==> config.mk <==
export PLATFORM = sky130hd
export DESIGN_NAME = branch_predecoder_flat
export DESIGN_NICKNAME = d
export VERILOG_FILES = /design/src/frontend_pkg.sv /design/src/fetch_if.sv /design/src/branch_predecoder.sv /design/src/flat_wrapper.sv
export SDC_FILE = /design/constraint.sdc
export NUM_CORES = 1
export LEC_CHECK = 0
export BUFFER_PORTS_ARGS = -buffer_cell sky130_fd_sc_hd__buf_4
export CELL_PAD_IN_SITES_DETAIL_PLACEMENT = 0
export CELL_PAD_IN_SITES_GLOBAL_PLACEMENT = 2
export CORE_ASPECT_RATIO = 1.1
export CORE_UTILIZATION = 25
export DETAILED_ROUTE_END_ITERATION = 6
export PLACE_DENSITY = 0.83
export SLEW_MARGIN = 40
export SYNTH_ARGS = -nofsm -noshare
export SYNTH_HDL_FRONTEND = slang
export SYNTH_SLANG_ARGS = --single-unit
==> constraint.sdc <==
create_clock -name vclk -period 4.75
set_input_delay 0.95 -clock vclk [all_inputs]
set_output_delay 0.95 -clock vclk [all_outputs]
set_load 0.02 [all_outputs]
==> src/frontend_pkg.sv <==
package frontend_pkg;

    //////////////////////////////
    // ISA widths and opcodes
    //////////////////////////////
    localparam int XLEN = 32;
    localparam logic [XLEN-1:0] RESET_PC = '0;

    localparam logic [6:0] OPC_BRANCH = 7'b1100011;
    localparam logic [6:0] OPC_JAL    = 7'b1101111;

    //////////////////////////////
    // Front-end sizing
    //////////////////////////////
    localparam int IBUF_DEPTH = 16;
    localparam int IBUF_PTR_W = 4;
    // One extra bit so a full buffer can be counted
    localparam int IBUF_CNT_W = IBUF_PTR_W + 1;

    // Fetch index is PC[9:2], wraps at the end of memory
    localparam int IMEM_WORDS = 256;
    localparam int IMEM_AW    = $clog2(IMEM_WORDS);

    // One queued instruction with its static prediction
    typedef struct packed {
        logic [XLEN-1:0] inst;
        logic [XLEN-1:0] pc;
        logic            is_branch;
        logic            pred_taken;
        logic [XLEN-1:0] pred_target;
    } fetch_entry_t;

    typedef struct packed {
        logic         valid;
        fetch_entry_t entry;
    } issue_slot_t;

endpackage

==> src/fetch_if.sv <==
interface fetch_if
    import frontend_pkg::*;
();

    logic            valid;
    logic [XLEN-1:0] pc;
    logic [XLEN-1:0] inst;
    logic            is_branch;
    logic            pred_taken;
    logic [XLEN-1:0] pred_target;

    // Memory side returns the raw word
    modport mem (output valid, pc, inst);

    // Predecoder adds the branch info
    modport pred (input inst, pc, output is_branch, pred_taken, pred_target);

    // Instruction buffer sees the whole entry
    modport ibuf (input valid, pc, inst, is_branch, pred_taken, pred_target);

endinterface

==> src/branch_predecoder.sv <==
module branch_predecoder
    import frontend_pkg::*;
(
    fetch_if.pred fetch
);

    logic            is_cond;
    logic            is_jal;
    logic            taken;
    logic [XLEN-1:0] imm_b;
    logic [XLEN-1:0] imm_j;
    logic [XLEN-1:0] imm;

    // B-type and J-type immediates, bit 0 always zero
    assign imm_b = {{19{fetch.inst[31]}}, fetch.inst[31], fetch.inst[7],
                    fetch.inst[30:25], fetch.inst[11:8], 1'b0};
    assign imm_j = {{11{fetch.inst[31]}}, fetch.inst[31], fetch.inst[19:12],
                    fetch.inst[20], fetch.inst[30:21], 1'b0};

    assign is_cond = (fetch.inst[6:0] == OPC_BRANCH);
    assign is_jal  = (fetch.inst[6:0] == OPC_JAL);
    assign imm     = is_jal ? imm_j : imm_b;

    // Static rule, JAL always and backward branches taken
    assign taken = is_jal | (is_cond & imm_b[XLEN-1]);

    assign fetch.is_branch   = is_cond | is_jal;
    assign fetch.pred_taken  = taken;
    assign fetch.pred_target = taken ? fetch.pc + imm : fetch.pc + XLEN'(4);

endmodule

==> src/flat_wrapper.sv <==
// flat-port wrapper written by rule: the top's interface ports become plain ports
module branch_predecoder_flat import frontend_pkg::*;
  (fetch_inst, fetch_pc, fetch_is_branch, fetch_pred_taken, fetch_pred_target);
  fetch_if fetch_i ();
  input wire logic [$bits(fetch_i.inst)-1:0] fetch_inst;
  input wire logic [$bits(fetch_i.pc)-1:0] fetch_pc;
  output wire logic [$bits(fetch_i.is_branch)-1:0] fetch_is_branch;
  output wire logic [$bits(fetch_i.pred_taken)-1:0] fetch_pred_taken;
  output wire logic [$bits(fetch_i.pred_target)-1:0] fetch_pred_target;
  assign fetch_i.inst = fetch_inst;
  assign fetch_i.pc = fetch_pc;
  assign fetch_is_branch = fetch_i.is_branch;
  assign fetch_pred_taken = fetch_i.pred_taken;
  assign fetch_pred_target = fetch_i.pred_target;
  branch_predecoder u_core (.fetch(fetch_i));
endmodule
==> results.toml <==
[grt]
overflow = 0
grt_pass1_vias = 3714
antenna_found_initial = 0
grt_pass1_wl_um = 18260
gr-usage-all-layers_pct = 18.74
grt_start_max_net_pins = 38

[run]
cap_violations = 0

[worst_hold_path]
hold_depth = 0
min_from = "fetch_pc[0]"
hold_class = "in -> out"

[finish]
n_sequential_cell = 0
register_area_um2 = 0
multi_input_area_um2 = 3127
syn2layout_area_growth_pct = 71.63
drive_above_1_share_pct = 42.15
diodes = 0
fill_cells = 1137
num-nets-final = 706
clkbuf_count = 0
utilization_pct = 44.27
instances_no_fill = 752
final_area_um2 = 4875

[timing]
tightest_slew_ps = 527.5
grt_setup_unrepaired = "yes"
max_slew_margin_pct = 64.70
period_share_pct = 106.6
hold_viol = 0
whs_ps = 1900
finalMaxSlewViolations = 0
setup_viol = 16
timing.setup.tns_ps = -2907
fmax_mhz = 197.6
fin_ws_ps = -311.2
period_needed_ps = 5061

[routing]
postRouteAntennaNets = 0
wl_per_cell_um = 15.61
first_pass_iters = 4
route.detailed.drc = 0
wl_um = 11740
dr_total_vias = 3750
viasPerCell = 4.987
drt_iter0_drc = 148

[floorplan]
die_w_um = 103.6
placementRows = 40
initial_core_util_pct = 25.80
core_region_area_um2 = 11010
fp.dieArea_um2 = 11790
die_h_um = 113.8
ios = 98

[placed_design]
port_buffers = 96
place_hpwl_um = 8858
dp_cells = 719
dpl_cell_area_um2 = 4220
gp_congestion = 0.8484

[synthesis]
synthDistinctLibCells = 53
synthesis.area_um2 = 2840
synth.top_cell.area_share_pct = 14.98
syn_inst = 435
ys_top_cells_by_area = "ha_1, xnor2_1, nand2_1"
yosysSeqAreaShare_pct = 0
syn_area_per_cell_um2 = 6.529
synth_nets = 534
yosysMostFrequentCell = "nand2_1"
synth_top_cell_by_area = "ha_1"
yosysWarnings = 0
ys_top_cells_by_count = "nand2_1, a21oi_1, nor2_1"

[power_and_ir_drop]
cellLeakagePower_nw = 2.200
vdd_drop_max_mv = 0.05184
p_per_area_nw_per_um2 = 110.0

[critical_path]
cp_top_family = "compound AO/OA/AOI/OAI gates"
critPathKind = "in -> out"
required_ps = 3800
crit_slowest_cell = "a2111oi_4"
path_max_fanout = 6
crit_path_frequent_cell = "buf_6"
path_depth = 18
cp-start-kind = "input port"
worst_ep_arrival_time_ps = 4110
cpPeakStageDelay_ps = 380
cp_cell_sequence = "buf_6, nor2b_1, nand4_1, nor2_2, buf_6, mux2_4, buf_4, ha_4, a211oi_4, o211ai_4, nand4_4, a2111oi_4, buf_6, buf_6, a211oi_4, mux2i_1, a211oi_2, buf_4"
cp_num_buf_inv = 6
startpoint = "fetch_inst[4]"
cp-end-kind = "output port"

[outcome]
violations = "setup timing"
status = "finished with violations"
-- layer usage --
layer / vias up / part of all wire [%] / track usage, %
met1: 1711 / 45 / 24.51
met3: 2 / 4.7 / 0.9714
met4: 0 / 0.32 / 1.546
met5: - / 0 / 0
met2: 111 / 50 / 35.12
li1: 1926 / - / -
-- cell type report --
type | count | area share [%]
inverters | 12 | 1.001
multi-input cells | 405 | 64.14
well taps | 147 | 3.773
repair buffers | 187 | 30.98
repair inverters | 1 | 0.1027
-- per-stage QoR --
stage | power, W | worst slack (ps)
2_1_floorplan | 0.0002810 | -104.0
3_3_place_gp | 0.0004655 | -440.6
3_5_place_dp | 0.0004662 | -492.2
4_1_cts | 0.0005151 | -264.9
5_1_grt | 0.0005818 | -447.2
6_report | 0.0005360 | -311.2
-- power breakdown --
group / internal, W / leakage (nW) / switching, W
combinational: 0.000255 / 2.20 / 0.000281
sequential: 0 / 0 / 0
clock: 0 / 0 / 0
total: 0.000255 / 2.20 / 0.000281
-- timing repair --
action,in CTS,in global routing
endpoints found under the setup margin,21,25
gates resized for setup,54,25
gates cloned,0,2
pin swaps,20,29
setup buffers,22,17
hold buffers,0,0
-- cells in the final DEF (no fill, tap or decap), types with 11 or more instances in the layout --
cell and count:
a21o_1 15, a21oi_1 37, buf_4 167, buf_6 15
ha_1 26, inv_1 11, nand2_1 60, nand3_1 16
nor2_1 39, o21ai_0 25, xnor2_1 29, xor2_1 20
-- final timing paths --
kind | endpoint | slack (ps)
worst max-delay path | fetch_pred_target[30] | -310
worst min-delay path | fetch_pred_target[0] | 1900
-- cell families after synthesis --
logic type               count (synthesis)  share of synthesized area, %
AND/OR/NAND/NOR                        175                         28.90
XOR/XNOR                                51                         15.73
buffers and inverters                   30                         4.405
AO/OA/AOI/OAI                          137                         32.60
multiplexers                             7                         2.687
adder cells (fa/ha/maj)                 35                         15.68
(Power assumes the default switching activity.)
