## config.mk

```make
export PLATFORM = sky130hd
export DESIGN_NAME = inst_buffer_flat
export DESIGN_NICKNAME = d
export VERILOG_FILES = /design/src/frontend_pkg.sv /design/src/fetch_if.sv /design/src/inst_buffer.sv /design/src/flat_wrapper.sv
export SDC_FILE = /design/constraint.sdc
export NUM_CORES = 2
export LEC_CHECK = 0
export BUFFER_PORTS_ARGS = -buffer_cell sky130_fd_sc_hd__buf_2
export CAP_MARGIN = 20
export CORE_MARGIN = 1
export CORE_UTILIZATION = 30
export CTS_CLUSTER_SIZE = 8
export DETAILED_ROUTE_END_ITERATION = 12
export GPL_TIMING_DRIVEN = 0
export MAX_ROUTING_LAYER = met4
export PLACE_DENSITY = 0.5
export REMOVE_ABC_BUFFERS = 1
export SETUP_SLACK_MARGIN = 0.05
export SLEW_MARGIN = 40
export SYNTH_ARGS = -nofsm -noshare
export SYNTH_HDL_FRONTEND = slang
export SYNTH_SLANG_ARGS = --single-unit
```

## constraint.sdc

```tcl
create_clock -name clk -period 12.35 [get_ports clk]
set_input_delay 2.47 -clock clk [delete_from_list [all_inputs] [get_ports clk]]
set_output_delay 2.47 -clock clk [all_outputs]
set_load 0.05 [all_outputs]
```

## src/frontend_pkg.sv

```systemverilog
package frontend_pkg;

    //////////////////////////////
    // ISA widths and opcodes
    //////////////////////////////
    localparam int XLEN = 32;
    localparam logic [XLEN-1:0] RESET_PC = '0;

    localparam logic [6:0] OPC_BRANCH = 7'b1100011;
    localparam logic [6:0] OPC_JAL    = 7'b1101111;

    //////////////////////////////
    // Front-end sizing
    //////////////////////////////
    localparam int IBUF_DEPTH = 16;
    localparam int IBUF_PTR_W = 4;
    // One extra bit so a full buffer can be counted
    localparam int IBUF_CNT_W = IBUF_PTR_W + 1;

    // Fetch index is PC[9:2], wraps at the end of memory
    localparam int IMEM_WORDS = 256;
    localparam int IMEM_AW    = $clog2(IMEM_WORDS);

    // One queued instruction with its static prediction
    typedef struct packed {
        logic [XLEN-1:0] inst;
        logic [XLEN-1:0] pc;
        logic            is_branch;
        logic            pred_taken;
        logic [XLEN-1:0] pred_target;
    } fetch_entry_t;

    typedef struct packed {
        logic         valid;
        fetch_entry_t entry;
    } issue_slot_t;

endpackage

```

## src/fetch_if.sv

```systemverilog
interface fetch_if
    import frontend_pkg::*;
();

    logic            valid;
    logic [XLEN-1:0] pc;
    logic [XLEN-1:0] inst;
    logic            is_branch;
    logic            pred_taken;
    logic [XLEN-1:0] pred_target;

    // Memory side returns the raw word
    modport mem (output valid, pc, inst);

    // Predecoder adds the branch info
    modport pred (input inst, pc, output is_branch, pred_taken, pred_target);

    // Instruction buffer sees the whole entry
    modport ibuf (input valid, pc, inst, is_branch, pred_taken, pred_target);

endinterface

```

## src/inst_buffer.sv

```systemverilog
module inst_buffer
    import frontend_pkg::*;
(
    input  logic                  clk,
    input  logic                  rst_n_i,
    input  logic                  flush_i,
    input  logic                  drop_i,
    fetch_if.ibuf                 fetch,
    input  logic [1:0]            issue_take_i,
    output issue_slot_t           slot0_o,
    output issue_slot_t           slot1_o,
    output logic [IBUF_CNT_W-1:0] free_count_o
);

    fetch_entry_t            mem_q [IBUF_DEPTH];
    logic [IBUF_PTR_W-1:0]   head_q;
    logic [IBUF_PTR_W-1:0]   tail_q;
    logic [IBUF_PTR_W-1:0]   head_next;
    logic [IBUF_CNT_W-1:0]   count_q;
    logic                    wr_en;
    logic [1:0]              pop_cnt;
    fetch_entry_t            wr_entry;

    //////////////////////////////
    // Write side
    //////////////////////////////
    always_comb begin
        wr_entry.inst        = fetch.inst;
        wr_entry.pc          = fetch.pc;
        wr_entry.is_branch   = fetch.is_branch;
        wr_entry.pred_taken  = fetch.pred_taken;
        wr_entry.pred_target = fetch.pred_target;
    end

    // No ready needed, the fetch unit only asks when there is room
    assign wr_en = fetch.valid & ~drop_i;

    always_ff @(posedge clk) begin
        if (wr_en) begin
            mem_q[tail_q] <= wr_entry;
        end
    end

    //////////////////////////////
    // Read side
    //////////////////////////////
    // Never retire more than are held
    always_comb begin
        if (IBUF_CNT_W'(issue_take_i) > count_q) begin
            pop_cnt = count_q[1:0];
        end else begin
            pop_cnt = issue_take_i;
        end
    end

    assign head_next = head_q + IBUF_PTR_W'(1);

    // Two oldest entries, shown combinationally
    assign slot0_o.valid = (count_q != '0);
    assign slot0_o.entry = mem_q[head_q];
    assign slot1_o.valid = (count_q >= IBUF_CNT_W'(2));
    assign slot1_o.entry = mem_q[head_next];

    assign free_count_o = IBUF_CNT_W'(IBUF_DEPTH) - count_q;

    //////////////////////////////
    // Pointers and occupancy
    //////////////////////////////
    always_ff @(posedge clk) begin
        if (!rst_n_i || flush_i) begin
            head_q  <= '0;
            tail_q  <= '0;
            count_q <= '0;
        end else begin
            head_q  <= head_q + IBUF_PTR_W'(pop_cnt);
            tail_q  <= tail_q + IBUF_PTR_W'(wr_en);
            count_q <= count_q + IBUF_CNT_W'(wr_en) - IBUF_CNT_W'(pop_cnt);
        end
    end

endmodule

```

## src/flat_wrapper.sv

```systemverilog
// flat-port wrapper written by rule: the top's interface ports become plain ports
module inst_buffer_flat import frontend_pkg::*;
  (clk, rst_n_i, flush_i, drop_i, issue_take_i, slot0_o, slot1_o, free_count_o, fetch_valid, fetch_pc, fetch_inst, fetch_is_branch, fetch_pred_taken, fetch_pred_target);
  fetch_if fetch_i ();
  input  logic clk;
  input  logic rst_n_i;
  input  logic flush_i;
  input  logic drop_i;
  input  logic [1:0] issue_take_i;
  output issue_slot_t slot0_o;
  output issue_slot_t slot1_o;
  output logic [IBUF_CNT_W-1:0] free_count_o;
  input wire logic [$bits(fetch_i.valid)-1:0] fetch_valid;
  input wire logic [$bits(fetch_i.pc)-1:0] fetch_pc;
  input wire logic [$bits(fetch_i.inst)-1:0] fetch_inst;
  input wire logic [$bits(fetch_i.is_branch)-1:0] fetch_is_branch;
  input wire logic [$bits(fetch_i.pred_taken)-1:0] fetch_pred_taken;
  input wire logic [$bits(fetch_i.pred_target)-1:0] fetch_pred_target;
  assign fetch_i.valid = fetch_valid;
  assign fetch_i.pc = fetch_pc;
  assign fetch_i.inst = fetch_inst;
  assign fetch_i.is_branch = fetch_is_branch;
  assign fetch_i.pred_taken = fetch_pred_taken;
  assign fetch_i.pred_target = fetch_pred_target;
  inst_buffer u_core (.clk(clk), .rst_n_i(rst_n_i), .flush_i(flush_i), .drop_i(drop_i), .fetch(fetch_i), .issue_take_i(issue_take_i), .slot0_o(slot0_o), .slot1_o(slot1_o), .free_count_o(free_count_o));
endmodule
```

==> impl_metrics.tcl <==
set metrics [dict create \
    dpl.cell_count 6979 \
    skew_ns 0.0210 \
    root_buffer "clkbuf_16" \
    fill_cells 21348 \
    coreArea_mm2 0.236 \
    critPathTopFamily "buffers and inverters" \
    synth_area_mm2 0.0716 \
    clk_pin_slew_worst_paths_ns 0.05 \
    post_dp_cell_area_mm2 0.0819 \
    postCtsSetupRepairBufs 0 \
    num_vias 39156 \
    route.detailed.drc 0 \
    p_leak_nw 27.2 \
    slew_viol_final 0 \
    post-dp-hpwl_um 148000 \
    power_w 0.0157 \
    multi_input_area_mm2 0.0230 \
    worstPathRequired_ns 9.88 \
    drv_cap 0 \
    wl_per_cell_um 28.7 \
    grt_pass1_wl_um 298000 \
    ir_worst_vdd_mv 0.201 \
    stdcell_area_mm2 0.0877 \
    syn_to_final_growth_pct 22.6 \
    path_cells "buf_12 > buf_12 > buf_12 > buf_12 > buf_12 > ha_4 > buf_12 > buf_12 > buf_12 > buf_12 > buf_12 > mux4_2 > a22oi_1 > nand2_1 > buf_2" \
    cp_num_buf_inv 11 \
    cts_max_level 4 \
    die_w_um 490 \
    ff_latch_area_mm2 0.0474 \
    grt_pass1_vias 40774 \
    finalNonFillerCells 7251 \
    finalCriticalPeriod_ns 8.01 \
    crit_path_start_kind "register" \
    gp_congestion 0.714 \
    final_common_cell "edfxtp_1" \
    numClockSinks 1581 \
    dr.pass1.iters 5 \
    drt_iter0_markers 3616 \
    via_per_inst 5.40 \
    synth.distinct_cells 35 \
    cp_slowest_cell "dfxtp_4" \
    drtAntennaViolNets 0 \
    track_usage_pct 17.6 \
    port_buffers 307 \
    initial_utilization_pct 30.3 \
    max-slew-margin-rel_pct 54.8 \
    cts-buffers-inserted 216 \
    powerDensity_mw_per_mm2 179 \
    ys_seq_area_share_pct 66.1 \
    clk_path_buf_depth 3 \
    grt_max_degree 37 \
    syn_avg_cell_area_um2 20.8 \
    antenna_found_initial 47 \
    hold_class "register to register" \
    die_h_um 490 \
    drt-total-wl_um 208000 \
    critPathCaptureType "output pin" \
    overflow 0 \
    path_common_cell "buf_12" \
    clk_latency_ns 0.83 \
    path_class "register to output pin" \
    nets 4174 \
    drive_gt1_share_pct 42.5 \
    cts_tree "done" \
    syn_inst 3437 \
    tightest_slew_ns 0.675 \
    clock.fmax_mhz 125 \
    final-hold-violation-count 0 \
    post-route-period-util_pct 64.9 \
    dieArea_mm2 0.241 \
    yosys_register_bits 1581 \
    worstPathMaxFanout 32 \
    setup_violations 0 \
    final.setup.tns_ns 0 \
    io-pin-count 308 \
    row_count 178 \
    run_status "finished, final reports clean" \
    finalCoreUtilization_pct 37.1 \
    cts_hold_buf 0 \
    grt_setup_unrepaired "no" \
    critPathMaxStageDelay_ns 0.60 \
    layout_common_cells "edfxtp_1 (1568), mux4_2 (810), buf_2 (345)" \
    yosysWarnings 0 \
    cp_data_arrival_time_ns 5.54 \
    cts_resized 0 \
]
==> area by class of cell <==
| cell class | instances | share of cell area [%] |
|---|---|---|
| Timing Repair Buffer | 663 | 8.61 |
| Inverter | 13 | 0.0699 |
| Clock inverter | 13 | 0.271 |
| Multi-Input combinational cell | 1572 | 26.2 |
| Sequential cell | 1581 | 54.0 |
| Antenna cell | 22 | 0.0627 |
| Clock buffer | 237 | 6.30 |
| Tap cell | 3150 | 4.49 |
==> where the power goes <==
group / switching, W / internal [W]
Clock: 0.00216 / 0.00312
Combinational: 0.00270 / 0.00176
Sequential: 0.0000380 / 0.00594
==> flip-flops by register name, indices dropped and copies added, names as in the netlist <==
| signal | flops |
|---|---|
| u_core.mem_q | 1568 |
| u_core.count_q | 5 |
| u_core.head_q | 4 |
| u_core.tail_q | 4 |
==> through the flow <==
| stage | hold slack [ns] | setup slack (ns) |
|---|---|---|
| finish | 0.589 | 4.34 |
| global route | 0.606 | 4.02 |
| CTS | 0.586 | 4.18 |
| detailed placement | 0.573 | 5.11 |
| global placement | 0.546 | -40.70 |
| floorplan | 0.528 | -24.50 |
==> routing by layer <==
| metal | part of all wire, % | global-route usage (%) |
|---|---|---|
| met1 | 44 | 24.2 |
| met2 | 47 | 27.1 |
| met3 | 6.2 | 3.20 |
| met4 | 2.2 | 4.28 |
| met5 | 0 | - |
==> worst reg2reg max path: stages, from the launching register on <==
cell and delay (ns):
dfxtp_1 0.42, nand3b_1 0.30, nor3_2 0.52, buf_4 0.26
buf_4 0.19, buf_4 0.19, buf_2 0.24, buf_2 0.25
buf_4 0.19, buf_2 0.22, buf_4 0.19
==> synthesized netlist by cell type (all sizes together) <==
| master | n | share of area (%) |
|---|---|---|
| a211oi | 72 | 0.76 |
| a21o | 1 | 0.010 |
| a21oi | 6 | 0.042 |
| a22oi | 196 | 2.1 |
| a31oi | 72 | 0.63 |
| and2 | 7 | 0.061 |
| buf | 158 | 1.3 |
| clkbuf | 113 | 0.59 |
| dfxtp | 13 | 0.36 |
| edfxtp | 1568 | 66 |
| fa | 2 | 0.056 |
| ha | 20 | 0.35 |
| inv | 13 | 0.068 |
| mux4 | 810 | 25 |
| nand2 | 248 | 1.3 |
| nand2b | 4 | 0.035 |
| nand3 | 6 | 0.042 |
| nand3b | 2 | 0.021 |
| nor2 | 25 | 0.13 |
| nor2b | 79 | 0.69 |
| nor3 | 5 | 0.035 |
| o2111ai | 1 | 0.012 |
| o21ai | 3 | 0.021 |
| o22ai | 1 | 0.017 |
| o2bb2ai | 2 | 0.033 |
| or3b | 1 | 0.012 |
| xnor2 | 6 | 0.073 |
| xor2 | 3 | 0.037 |
==> kinds of logic (layout without fill, tap and decap cells) <==
| family | count (synthesis) | count (layout) | share of synthesized area, % |
|---|---|---|---|
| compound gates | 354 | 354 | 3.58 |
| other cells | 0 | 22 | 0 |
| buf+inv | 284 | 926 | 1.96 |
| fa+ha+maj | 22 | 22 | 0.405 |
| xor+xnor | 9 | 9 | 0.110 |
| simple gates | 377 | 377 | 2.33 |
| flops | 1581 | 1581 | 66.1 |
| mux | 810 | 810 | 25.5 |
==> final timing paths <==
| path | startpoint | end | slack (ns) | cells past startpoint |
|---|---|---|---|---|
| hold / removal | u_core.tail_q[3]$_SDFF_PP0_ | u_core.tail_q[3]$_SDFF_PP0_ | 0.59 | 2 |
| setup reg to reg | u_core.tail_q[2]$_SDFF_PP0_ | u_core.mem_q[4][64]$_DFFE_PP_ | 9.06 | 10 |
| setup / recovery | u_core.head_q[0]$_SDFF_PP0_ | slot1_o[76] | 4.34 | 15 |
| hold reg to reg | u_core.tail_q[3]$_SDFF_PP0_ | u_core.tail_q[3]$_SDFF_PP0_ | 0.59 | 2 |
Power figures use the tool's default switching activity.
