==> src/frontend_pkg.sv <==
package frontend_pkg;

    //////////////////////////////
    // ISA widths and opcodes
    //////////////////////////////
    localparam int XLEN = 32;
    localparam logic [XLEN-1:0] RESET_PC = '0;

    localparam logic [6:0] OPC_BRANCH = 7'b1100011;
    localparam logic [6:0] OPC_JAL    = 7'b1101111;

    //////////////////////////////
    // Front-end sizing
    //////////////////////////////
    localparam int IBUF_DEPTH = 16;
    localparam int IBUF_PTR_W = 4;
    // One extra bit so a full buffer can be counted
    localparam int IBUF_CNT_W = IBUF_PTR_W + 1;

    // Fetch index is PC[9:2], wraps at the end of memory
    localparam int IMEM_WORDS = 256;
    localparam int IMEM_AW    = $clog2(IMEM_WORDS);

    // One queued instruction with its static prediction
    typedef struct packed {
        logic [XLEN-1:0] inst;
        logic [XLEN-1:0] pc;
        logic            is_branch;
        logic            pred_taken;
        logic [XLEN-1:0] pred_target;
    } fetch_entry_t;

    typedef struct packed {
        logic         valid;
        fetch_entry_t entry;
    } issue_slot_t;

endpackage

==> src/fetch_unit.sv <==
module fetch_unit
    import frontend_pkg::*;
(
    input  logic                  clk,
    input  logic                  rst_n_i,
    input  logic                  fetch_en_i,
    input  logic                  redirect_i,
    input  logic [XLEN-1:0]       redirect_pc_i,
    input  logic [IBUF_CNT_W-1:0] free_count_i,
    output logic                  req_valid_o,
    output logic [XLEN-1:0]       req_pc_o,
    output logic                  in_flight_drop_o
);

    logic [XLEN-1:0] pc_q;
    logic            in_flight_q;
    logic            drop_q;

    // Credit check
    // The word sitting in the memory output register still needs a slot,
    // so it is subtracted from the free count before a new request
    assign req_valid_o = fetch_en_i && (free_count_i > IBUF_CNT_W'(in_flight_q));
    assign req_pc_o    = pc_q;

    assign in_flight_drop_o = drop_q;

    //////////////////////////////
    // PC and in-flight tracking
    //////////////////////////////
    always_ff @(posedge clk) begin
        if (!rst_n_i) begin
            pc_q        <= RESET_PC;
            in_flight_q <= 1'b0;
            drop_q      <= 1'b0;
        end else begin
            in_flight_q <= req_valid_o;
            // Request issued in the redirect cycle carries the old path
            drop_q      <= redirect_i & req_valid_o;
            if (redirect_i) begin
                pc_q <= redirect_pc_i;
            end else if (req_valid_o) begin
                pc_q <= pc_q + XLEN'(4);
            end
        end
    end

endmodule

==> config.mk <==
export PLATFORM = sky130hd
export DESIGN_NAME = fetch_unit
export DESIGN_NICKNAME = d
export VERILOG_FILES = /design/src/frontend_pkg.sv /design/src/fetch_unit.sv
export SDC_FILE = /design/constraint.sdc
export NUM_CORES = 1
export LEC_CHECK = 0
export BUFFER_PORTS_ARGS = -buffer_cell sky130_fd_sc_hd__buf_2
export CELL_PAD_IN_SITES_DETAIL_PLACEMENT = 0
export CELL_PAD_IN_SITES_GLOBAL_PLACEMENT = 1
export CORE_ASPECT_RATIO = 1.1
export CORE_MARGIN = 4
export CORE_UTILIZATION = 33
export CTS_BUF_LIST = sky130_fd_sc_hd__clkbuf_4 sky130_fd_sc_hd__clkbuf_8
export CTS_CLUSTER_DIAMETER = 100
export DETAILED_ROUTE_END_ITERATION = 7
export PLACE_DENSITY = 0.79
export SYNTH_ARGS = -nofsm -noshare
export SYNTH_HDL_FRONTEND = slang
export SYNTH_SLANG_ARGS = --single-unit
==> constraint.sdc <==
create_clock -name clk -period 2.1 [get_ports clk]
set_clock_uncertainty 0.15 [all_clocks]
set_input_delay 0.21 -clock clk [delete_from_list [all_inputs] [get_ports clk]]
set_output_delay 0.21 -clock clk [all_outputs]
set_load 0.03 [all_outputs]
==> impl_metrics.yaml, run 1 <==
status:
  status: "complete, no violations"
sta:
  hold_viol_final: 0
  grt_setup_unrepaired: "false"
  final_max_slew_viol_count: 0
  maxSlewHeadroom_pct: 60.1
  setup-violations-final: 0
  fmax_mhz: 494
  min_period_ps: 2020
  hold_ws_ps: 6.92
  setup_ws_ps: 75.3
  worst_pin_slew_ps: 598
  fin_setup_tns_ps: 0
  min_period_over_period_pct: 96.4
route:
  met3_length_um: 298
  routedWlPerCell_um: 14.7
  met2RoutedLength_mm: 2.80
  vias: 2162
  drt_first_pass_iters: 4
  routed.top_layer: "met4"
  postRouteAntennaNets: 0
  wl_met1_mm: 2.80
  finalWirelength_mm: 5.99
  vias_per_cell: 5.31
  detail_route.iter0.violations: 95
  drc: 0
synth:
  synthFlopType: "dfxtp_1"
  synth_top_area_share_pct: 32.9
  ys_ff_latch: 34
  synth_area_leaders: "dfxtp_1 33%, o21ai_0 6.1%, nand2_1 3.5%"
  synth.most_common_cell: "dfxtp_1"
  synth.largest_area_cell: "dfxtp_1"
  syn_inst: 250
  netlist_area_um2: 2070
  synth.avg_cell_area_um2: 8.27
  seq_area_frac_synth_pct: 32.9
  async_reset_ff_share_pct: 0
  syn-num-nets: 293
  synth_edf_count: 0
  yosysUniqueCellTypes: 55
  yosysWarnings: 0
  synthTopCellsByCount: "34 x dfxtp_1, 25 x o21ai_0, 19 x nand2_1"
clock_network:
  root_buffer: "clkbuf_8"
  post_cts_resized: 0
  postCtsSetupRepairBufs: 0
  clockBufferDepth: 2
  cts_sinks: 34
  hold_buffers: 0
  htreeDepth: 2
  clock_latency_ps: 290
  cts_tree: "done"
  cts_buffers: 5
  clk_pin_slew_ps: 70
placement:
  pre_cts_slack_ps: 22.4
  io_buffers: 74
  dp_hpwl_mm: 4.47
  routabilityCongestion: 0.777
setup_path:
  cp_max_fo: 5
  cp_cell_sequence: "ha_1 -> nor2_4 -> buf_4 -> o21ai_2 -> inv_1 -> buf_2"
  critical-path-top-delay-family: "buffers and inverters"
  worst-r2r-setup-slack_ps: 100
  cp_num_buf_inv: 3
  crit_type: "register to output pin"
  critPathMaxStageDelay_ps: 310
  cpMaxStageDelayCell: "dfxtp_1"
  startpoint_type: "register"
  cp.required_ps: 1740
  cp_data_arrival_time_ps: 1660
  end_kind: "output pin"
grt:
  grt.total_usage_pct: 15.7
  grt_max_degree: 31
  antenna_found_initial: 0
  grt_overflow: 0
  grt_first_pass_wirelength_mm: 9.81
  grt_pass1_vias: 2061
finish:
  fill_cells: 608
  finish.utilization_pct: 45.6
  area_delta_synth_final_pct: 30.4
  post_route_cells_drive_above_1_share_pct: 33.9
  layout.nets: 372
  insertedDiodeCount: 0
power_and_ir_drop:
  p_leak_nw: 1.10
  irDropWorstVdd_mv: 0.274
  power_density_nw_per_um2: 600
  power_mw: 1.62
floorplan:
  initial_utilization_pct: 34.9
  dieWidth_um: 83.5
  dieArea_um2: 7600
  ios: 75
  dieHeight_um: 91.0
  num_rows: 29
  core_area_um2: 5910
run:
  cap_violations: 0
min_path:
  hold_class: "input pin to register"
-- tightest hold or removal path, cell delays in order --
cell	delay (ps)
buf_2	80
mux2i_1	60
nor2_1	70
-- placed cells by master (no fill, tap or decap), types with 3 or more instances in the layout --
cell / instances
buf_2: 74
o21ai_0: 25
nor2b_1: 4
and3_1: 5
nand4_1: 10
clkbuf_8: 6
buf_12: 3
nand2_1: 19
xor2_1: 4
or4_1: 5
a21oi_1: 5
and2_1: 5
nor2_1: 15
o21ai_2: 3
dfxtp_1: 34
a31oi_1: 10
or3_1: 9
buf_4: 12
o2111ai_1: 4
nand3_1: 8
nor4_1: 7
and4_1: 7
a211oi_1: 3
o31ai_1: 7
inv_1: 6
-- area by class of cell --
| type | instances | area (um^2) | share of cell area [%] |
|---|---|---|---|
| Clock buffer | 7 | 90.1 | 3.34 |
| Clock inverter | 1 | 5.00 | 0.186 |
| Inverter | 6 | 22.5 | 0.836 |
| Multi-Input combinational cell | 193 | 1280 | 47.5 |
| Sequential cell | 34 | 681 | 25.3 |
| Tap cell | 77 | 96.3 | 3.57 |
| Timing Repair Buffer | 89 | 520 | 19.3 |
-- cells by family (layout without fill, tap and decap cells) --
kind of cell    Yosys count  in the layout  synth area share, %
buf+inv                  23            103                 5.81
mux                       2              2                0.969
compound gates           77             77                 26.3
xor+xnor                  6              6                 2.54
simple gates            106            106                 30.3
fa+ha+maj                 2              2                 1.21
flops                    34             34                 32.9
-- worst paths after layout --
kind                                  startpoint            to  cells past startpoint
worst max-delay path                 in_flight_q   req_valid_o                      6
worst min-delay path            redirect_pc_i[1]   req_pc_o[1]                      3
worst max register to register       in_flight_q  req_pc_o[17]                      6
worst min register to register       req_pc_o[1]   req_pc_o[1]                      2
-- routing by layer --
| layer | global-route usage [%] | vias up |
|---|---|---|
| met4 | 5.63 | 0 |
| met5 | 0 | - |
| met3 | 4.07 | 5 |
| met2 | 25.9 | 47 |
| li1 | - | 1125 |
| met1 | 20.0 | 985 |
-- metrics by stage --
step	instance area [um^2]	std cells
6_report	2700	407
5_1_grt	2700	407
4_1_cts	2680	407
3_5_place_dp	2590	399
3_3_place_gp	2590	399
2_1_floorplan	2070	250
-- report_power, final --
part / leakage [nW] / switching (mW) / total [mW] / internal [mW]
logic: 0.764 / 0.211 / 0.346 / 0.135
clock network: 0.0517 / 0.246 / 0.524 / 0.278
registers: 0.282 / 0.0567 / 0.746 / 0.690
total: 1.10 / 0.515 / 1.62 / 1.10
-- state kept, by name (all words and copies together) (netlist names) --
signal / count
in_flight_q: 1
req_pc_o: 32
in_flight_drop_o: 1
(Power assumes the default switching activity.)
==> inputs of run 2 (changes only) <==
--- a/config.mk
+++ b/config.mk
@@ -10,11 +10,11 @@
 export CELL_PAD_IN_SITES_GLOBAL_PLACEMENT = 1
 export CORE_ASPECT_RATIO = 1.1
 export CORE_MARGIN = 4
-export CORE_UTILIZATION = 33
+export CORE_UTILIZATION = 39
 export CTS_BUF_LIST = sky130_fd_sc_hd__clkbuf_4 sky130_fd_sc_hd__clkbuf_8
 export CTS_CLUSTER_DIAMETER = 100
 export DETAILED_ROUTE_END_ITERATION = 7
-export PLACE_DENSITY = 0.79
+export PLACE_DENSITY = 0.88
 export SYNTH_ARGS = -nofsm -noshare
 export SYNTH_HDL_FRONTEND = slang
 export SYNTH_SLANG_ARGS = --single-unit
==> constraint.sdc (replaced) <==
create_clock -name clk -period 2.6 [get_ports clk]
set_clock_uncertainty 0.15 [all_clocks]
set_input_delay 0.26 -clock clk [delete_from_list [all_inputs] [get_ports clk]]
set_output_delay 0.26 -clock clk [all_outputs]
set_load 0.03 [all_outputs]
==> impl_metrics.yaml, run 2 (synthesized netlist as in run 1, its figures left out) <==
status:
  status: "complete, no violations"
sta:
  hold_viol_final: 0
  worst_pin_slew_ps: 523
  min_period_over_period_pct: 79.6
  min_period_ps: 2070
  setup-violations-final: 0
  setup_ws_ps: 529
  maxSlewHeadroom_pct: 65.0
  fmax_mhz: 483
  grt_setup_unrepaired: "false"
  fin_setup_tns_ps: 0
  final_max_slew_viol_count: 0
route:
  drt_first_pass_iters: 4
  routedWlPerCell_um: 15.0
  detail_route.iter0.violations: 111
  drc: 0
  finalWirelength_mm: 5.70
  vias: 2179
  vias_per_cell: 5.75
  postRouteAntennaNets: 0
grt:
  grt_pass1_vias: 1915
  antenna_found_initial: 0
  grt_overflow: 0
  grt_max_degree: 31
  grt_first_pass_wirelength_mm: 9.29
  grt.total_usage_pct: 17.2
clock_network:
  cts_buffers: 5
  clock_latency_ps: 290
  postCtsSetupRepairBufs: 0
  cts_tree: "done"
  root_buffer: "clkbuf_8"
  clk_pin_slew_ps: 60
  clockBufferDepth: 2
  htreeDepth: 2
  cts_sinks: 34
  post_cts_resized: 0
  hold_buffers: 0
run:
  cap_violations: 0
floorplan:
  ios: 75
  dieWidth_um: 77.4
  num_rows: 27
  core_area_um2: 5070
  initial_utilization_pct: 40.8
  dieHeight_um: 84.4
  dieArea_um2: 6530
min_path:
  hold_class: "input pin to register"
setup_path:
  cp_max_fo: 8
  end_kind: "output pin"
  critical-path-top-delay-family: "buffers and inverters"
  cp_data_arrival_time_ps: 1660
  cp_num_buf_inv: 3
  cpMaxStageDelayCell: "dfxtp_1"
  crit_type: "register to output pin"
  cp.required_ps: 2190
  cp_cell_sequence: "ha_1 -> nor2_2 -> buf_4 -> o21ai_2 -> inv_1 -> buf_2"
  critPathMaxStageDelay_ps: 310
  startpoint_type: "register"
placement:
  io_buffers: 74
  dp_hpwl_mm: 4.17
  routabilityCongestion: 0.794
  pre_cts_slack_ps: 463
finish:
  area_delta_synth_final_pct: 23.3
  insertedDiodeCount: 0
  layout_common_cells: "74 x buf_2, 34 x dfxtp_1, 25 x o21ai_0, 19 x nand2_1, 15 x nor2_1"
  layout.nets: 364
  post_route_cells_drive_above_1_share_pct: 32.1
  largest_reg_flops: 32
  mostFrequentLayoutCell: "buf_2"
  fill_cells: 524
  finish.utilization_pct: 50.3
power_and_ir_drop:
  irDropWorstVdd_mv: 0.250
  power_density_nw_per_um2: 492
  p_leak_nw: 1.04
==> run 2: cell types whose count changed in the layout (fill, tap and decap cells not counted), sizes merged <==
cell,change
buf,-8
clkinv,-1
==> run 2: through the flow <==
step | instance area [um^2] | hold slack [ps] | std cells | power, mW
final | 2550 | 63.5 | 379 | 1.25
after global routing | 2550 | 74.6 | 379 | 1.32
after CTS | 2550 | 60.2 | 379 | 1.27
after detailed placement | 2460 | 331 | 372 | 0.879
after global placement | 2460 | 320 | 372 | 0.875
after floorplan | 2070 | 251 | 250 | 0.780
==> run 2: layer usage <==
metal | global-route usage [%] | up-vias | routed length, um
met5 | 0 | - | 0
met4 | 5.83 | 0 | 84
met3 | 4.61 | 8 | 292
met2 | 26.9 | 52 | 2690
met1 | 22.8 | 1013 | 2630
li1 | - | 1106 | -
==> run 2: power breakdown <==
group / total, mW / switching [mW] / internal, mW
Sequential: 0.605 / 0.0475 / 0.557
Combinational: 0.261 / 0.164 / 0.0974
Clock: 0.387 / 0.182 / 0.205
==> run 2: cell type report <==
cell class	instances	area [um^2]	area share [%]
sequential	34	681	26.7
clock buffer	7	83.8	3.29
inverter	6	22.5	0.884
tap	58	72.6	2.85
timing repair buffer	81	423	16.6
multi-input combinational	193	1270	49.7
==> run 2: worst paths after layout <==
| check | from | to | slack [ps] | cells after the start |
|---|---|---|---|---|
| setup reg to reg | in_flight_q | req_pc_o[24] | 540 | 6 |
| hold reg to reg | req_pc_o[0] | req_pc_o[0] | 350 | 2 |
| setup / recovery | in_flight_q | req_valid_o | 530 | 6 |
| hold / removal | redirect_pc_i[0] | req_pc_o[0] | 60 | 3 |
==> run 2: worst reg2reg max path, delay by kind of cell, from the launching register on <==
family	cells	cell delay, ps
and+or+nand+nor	2	670
AOI/OAI and AO/OA	2	410
buffers and inverters	1	170
DFF	1	310
adders and majority gates	1	280
==> inputs of run 3 (changes only) <==
--- a/config.mk
+++ b/config.mk
@@ -5,16 +5,17 @@
 export SDC_FILE = /design/constraint.sdc
 export NUM_CORES = 1
 export LEC_CHECK = 0
+export ABC_AREA = 1
 export BUFFER_PORTS_ARGS = -buffer_cell sky130_fd_sc_hd__buf_2
 export CELL_PAD_IN_SITES_DETAIL_PLACEMENT = 0
 export CELL_PAD_IN_SITES_GLOBAL_PLACEMENT = 1
 export CORE_ASPECT_RATIO = 1.1
 export CORE_MARGIN = 4
-export CORE_UTILIZATION = 39
+export CORE_UTILIZATION = 32
 export CTS_BUF_LIST = sky130_fd_sc_hd__clkbuf_4 sky130_fd_sc_hd__clkbuf_8
 export CTS_CLUSTER_DIAMETER = 100
 export DETAILED_ROUTE_END_ITERATION = 7
-export PLACE_DENSITY = 0.88
+export PLACE_DENSITY = 0.8
 export SYNTH_ARGS = -nofsm -noshare
 export SYNTH_HDL_FRONTEND = slang
 export SYNTH_SLANG_ARGS = --single-unit
==> constraint.sdc (replaced) <==
create_clock -name clk -period 1.9 [get_ports clk]
set_clock_uncertainty 0.15 [all_clocks]
set_input_delay 0.19 -clock clk [delete_from_list [all_inputs] [get_ports clk]]
set_output_delay 0.19 -clock clk [all_outputs]
set_load 0.03 [all_outputs]
==> impl_metrics.yaml, run 3 <==
synth:
  synth.most_common_cell: "nand2_1"
  yosysUniqueCellTypes: 32
  synth_top_area_share_pct: 29.6
  synthTopCellsByCount: "104 x nand2_1, 47 x inv_1, 36 x nand3_1"
  netlist_area_um2: 2300
  synthFlopType: "dfxtp_1"
  async_reset_ff_share_pct: 0
  synth.largest_area_cell: "dfxtp_1"
  ys_ff_latch: 34
  syn-num-nets: 412
  syn_inst: 369
  yosysWarnings: 0
  synth_edf_count: 0
  seq_area_frac_synth_pct: 29.6
  synth.avg_cell_area_um2: 6.23
  synth_area_leaders: "dfxtp_1 30%, nand2_1 17%, nand3_1 7.8%"
setup_path:
  worst-r2r-setup-slack_ps: 200
  r2r_start: "in_flight_q"
  critPathMaxStageDelay_ps: 300
  cp.required_ps: 1560
  cp_cell_sequence: "ha_1 -> inv_1 -> nand2_1 -> nand3_1 -> nand2_1 -> buf_6 -> inv_1 -> buf_4"
  cp_max_fo: 6
  crit_type: "register to output pin"
  r2r.worst_path.cells: 10
  r2r-end: "req_pc_o[6]"
  cp-endpoint: "req_valid_o"
  startpoint_type: "register"
  cp_data_arrival_time_ps: 1450
  cpMaxStageDelayCell: "dfxtp_1"
  end_kind: "output pin"
  startpoint: "in_flight_q"
route:
  routed.top_layer: "met4"
  drt_first_pass_iters: 4
  met3_length_um: 367
  drc: 0
  detail_route.iter0.violations: 110
  postRouteAntennaNets: 0
  vias_per_cell: 4.72
  wl_met1_mm: 3.18
  vias: 2536
  routedWlPerCell_um: 12.9
  met2RoutedLength_mm: 3.26
  finalWirelength_mm: 6.92
sta:
  hold_viol_final: 0
  maxSlewHeadroom_pct: 79.3
  setup_ws_ps: 108
  worst_pin_slew_ps: 309
  setup-violations-final: 0
  grt_setup_unrepaired: "false"
  final_max_slew_viol_count: 0
  fin_setup_tns_ps: 0
  min_period_ps: 1790
  min_period_over_period_pct: 94.3
  fmax_mhz: 558
finish:
  mostFrequentLayoutCell: "nand2_1"
  finish.utilization_pct: 41.9
  layout.nets: 495
  area_delta_synth_final_pct: 27.8
  final_area_um2: 2940
  layout_common_cells: "104 x nand2_1, 73 x buf_2, 47 x inv_1, 36 x nand3_1"
  largest_reg_flops: 32
  insertedDiodeCount: 0
  post_route_cells_drive_above_1_share_pct: 26.5
grt:
  antenna_found_initial: 0
  grt_pass1_vias: 2490
  grt_first_pass_wirelength_mm: 11.4
  grt_max_degree: 24
  grt_overflow: 0
  grt.total_usage_pct: 16.5
floorplan:
  initial_utilization_pct: 32.8
  dieWidth_um: 88.8
  core_area_um2: 7010
  num_rows: 32
  dieArea_um2: 8600
  ios: 75
  dieHeight_um: 96.9
clock_network:
  cts_buffers: 5
  cts_sinks: 34
  clockBufferDepth: 2
  htreeDepth: 2
  clock_latency_ps: 290
  clk_pin_slew_ps: 70
  root_buffer: "clkbuf_8"
  cts_tree: "done"
power_and_ir_drop:
  power_density_nw_per_um2: 590
  irDropWorstVdd_mv: 0.306
  p_leak_nw: 1.39
placement:
  post_dp_cell_area_um2: 2820
  io_buffers: 74
  pre_cts_slack_ps: 184
  routabilityCongestion: 0.864
  dp_hpwl_mm: 5.35
min_path:
  hold_class: "input pin to register"
status:
  status: "complete, no violations"
run:
  cap_violations: 0
[run 3: cell types whose count changed after synthesis, moves of 7 or more]
cell | previous run | this run
or3_1 | 9 | 0
inv_1 | 6 | 47
clkbuf_1 | 10 | 3
nor4_1 | 7 | 0
nand3_1 | 8 | 36
nand4_1 | 10 | 1
nand2_1 | 19 | 104
a21oi_1 | 5 | 24
nor2_4 | 0 | 7
nor2_1 | 15 | 34
and4_1 | 7 | 0
o31ai_1 | 7 | 0
[run 3: worst min-delay path by stage]
stage / endpoint / start / slack (ps) / cells after the start
2_1_floorplan: req_pc_o[0] / redirect_pc_i[0] / 170 / 2
3_3_place_gp: req_pc_o[1] / redirect_pc_i[1] / 260 / 3
3_5_place_dp: req_pc_o[0] / redirect_pc_i[0] / 280 / 3
4_1_cts: req_pc_o[15] / redirect_pc_i[15] / 8 / 3
5_1_grt: req_pc_o[3] / redirect_pc_i[3] / 20 / 3
6_report: req_pc_o[15] / redirect_pc_i[15] / 20 / 3
[run 3: stage by stage]
stage / hold slack (ps) / total power, mW / std cells
global placement: 265 / 1.21 / 526
finish: 18.8 / 1.73 / 537
global route: 22.7 / 1.82 / 537
floorplan: 175 / 1.06 / 369
CTS: 8.02 / 1.74 / 535
detailed placement: 275 / 1.21 / 526
[run 3: per-layer routing]
layer  GRT usage, %  up-vias
met5              0        -
met4           5.00        0
met3           3.24       10
met2           27.3       73
met1           21.2     1121
li1               -     1332
[run 3: critical path, delay by kind of cell (launching register included)]
family                   cells  cell delay [ps]
adder cells (fa/ha/maj)      1              260
flip-flops                   1              300
AND/OR/NAND/NOR              3              190
buffers and inverters        4              430
[run 3: cell type report]
type                            count  area, um^2
Timing Repair Buffer               86         509
Clock buffer                        5        68.8
Multi-Input combinational cell    272        1360
Tap cell                           85         106
Fill cell                         772        4070
Clock inverter                      2        10.0
Inverter                           53         199
Sequential cell                    34         681
[run 3: repair_timing]
action,CTS,global route
endpoints found under the hold margin,2,0
setup buffers,0,2
resized for setup,0,3
hold buffers,2,0
setup endpoints to repair,0,1
[run 3: cell families after synthesis]
family | Yosys count | share of synthesized area, %
DFF | 34 | 29.6
adders and majority gates | 2 | 1.09
buffers and inverters | 63 | 11.1
and+or+nand+nor | 202 | 40.8
xor gates and xnor gates | 10 | 4.14
AOI/OAI and AO/OA | 58 | 13.3
[run 3: power breakdown]
group	switching [mW]	internal [mW]
combinational	0.241	0.145
clock	0.287	0.247
sequential	0.0565	0.757
total	0.585	1.15
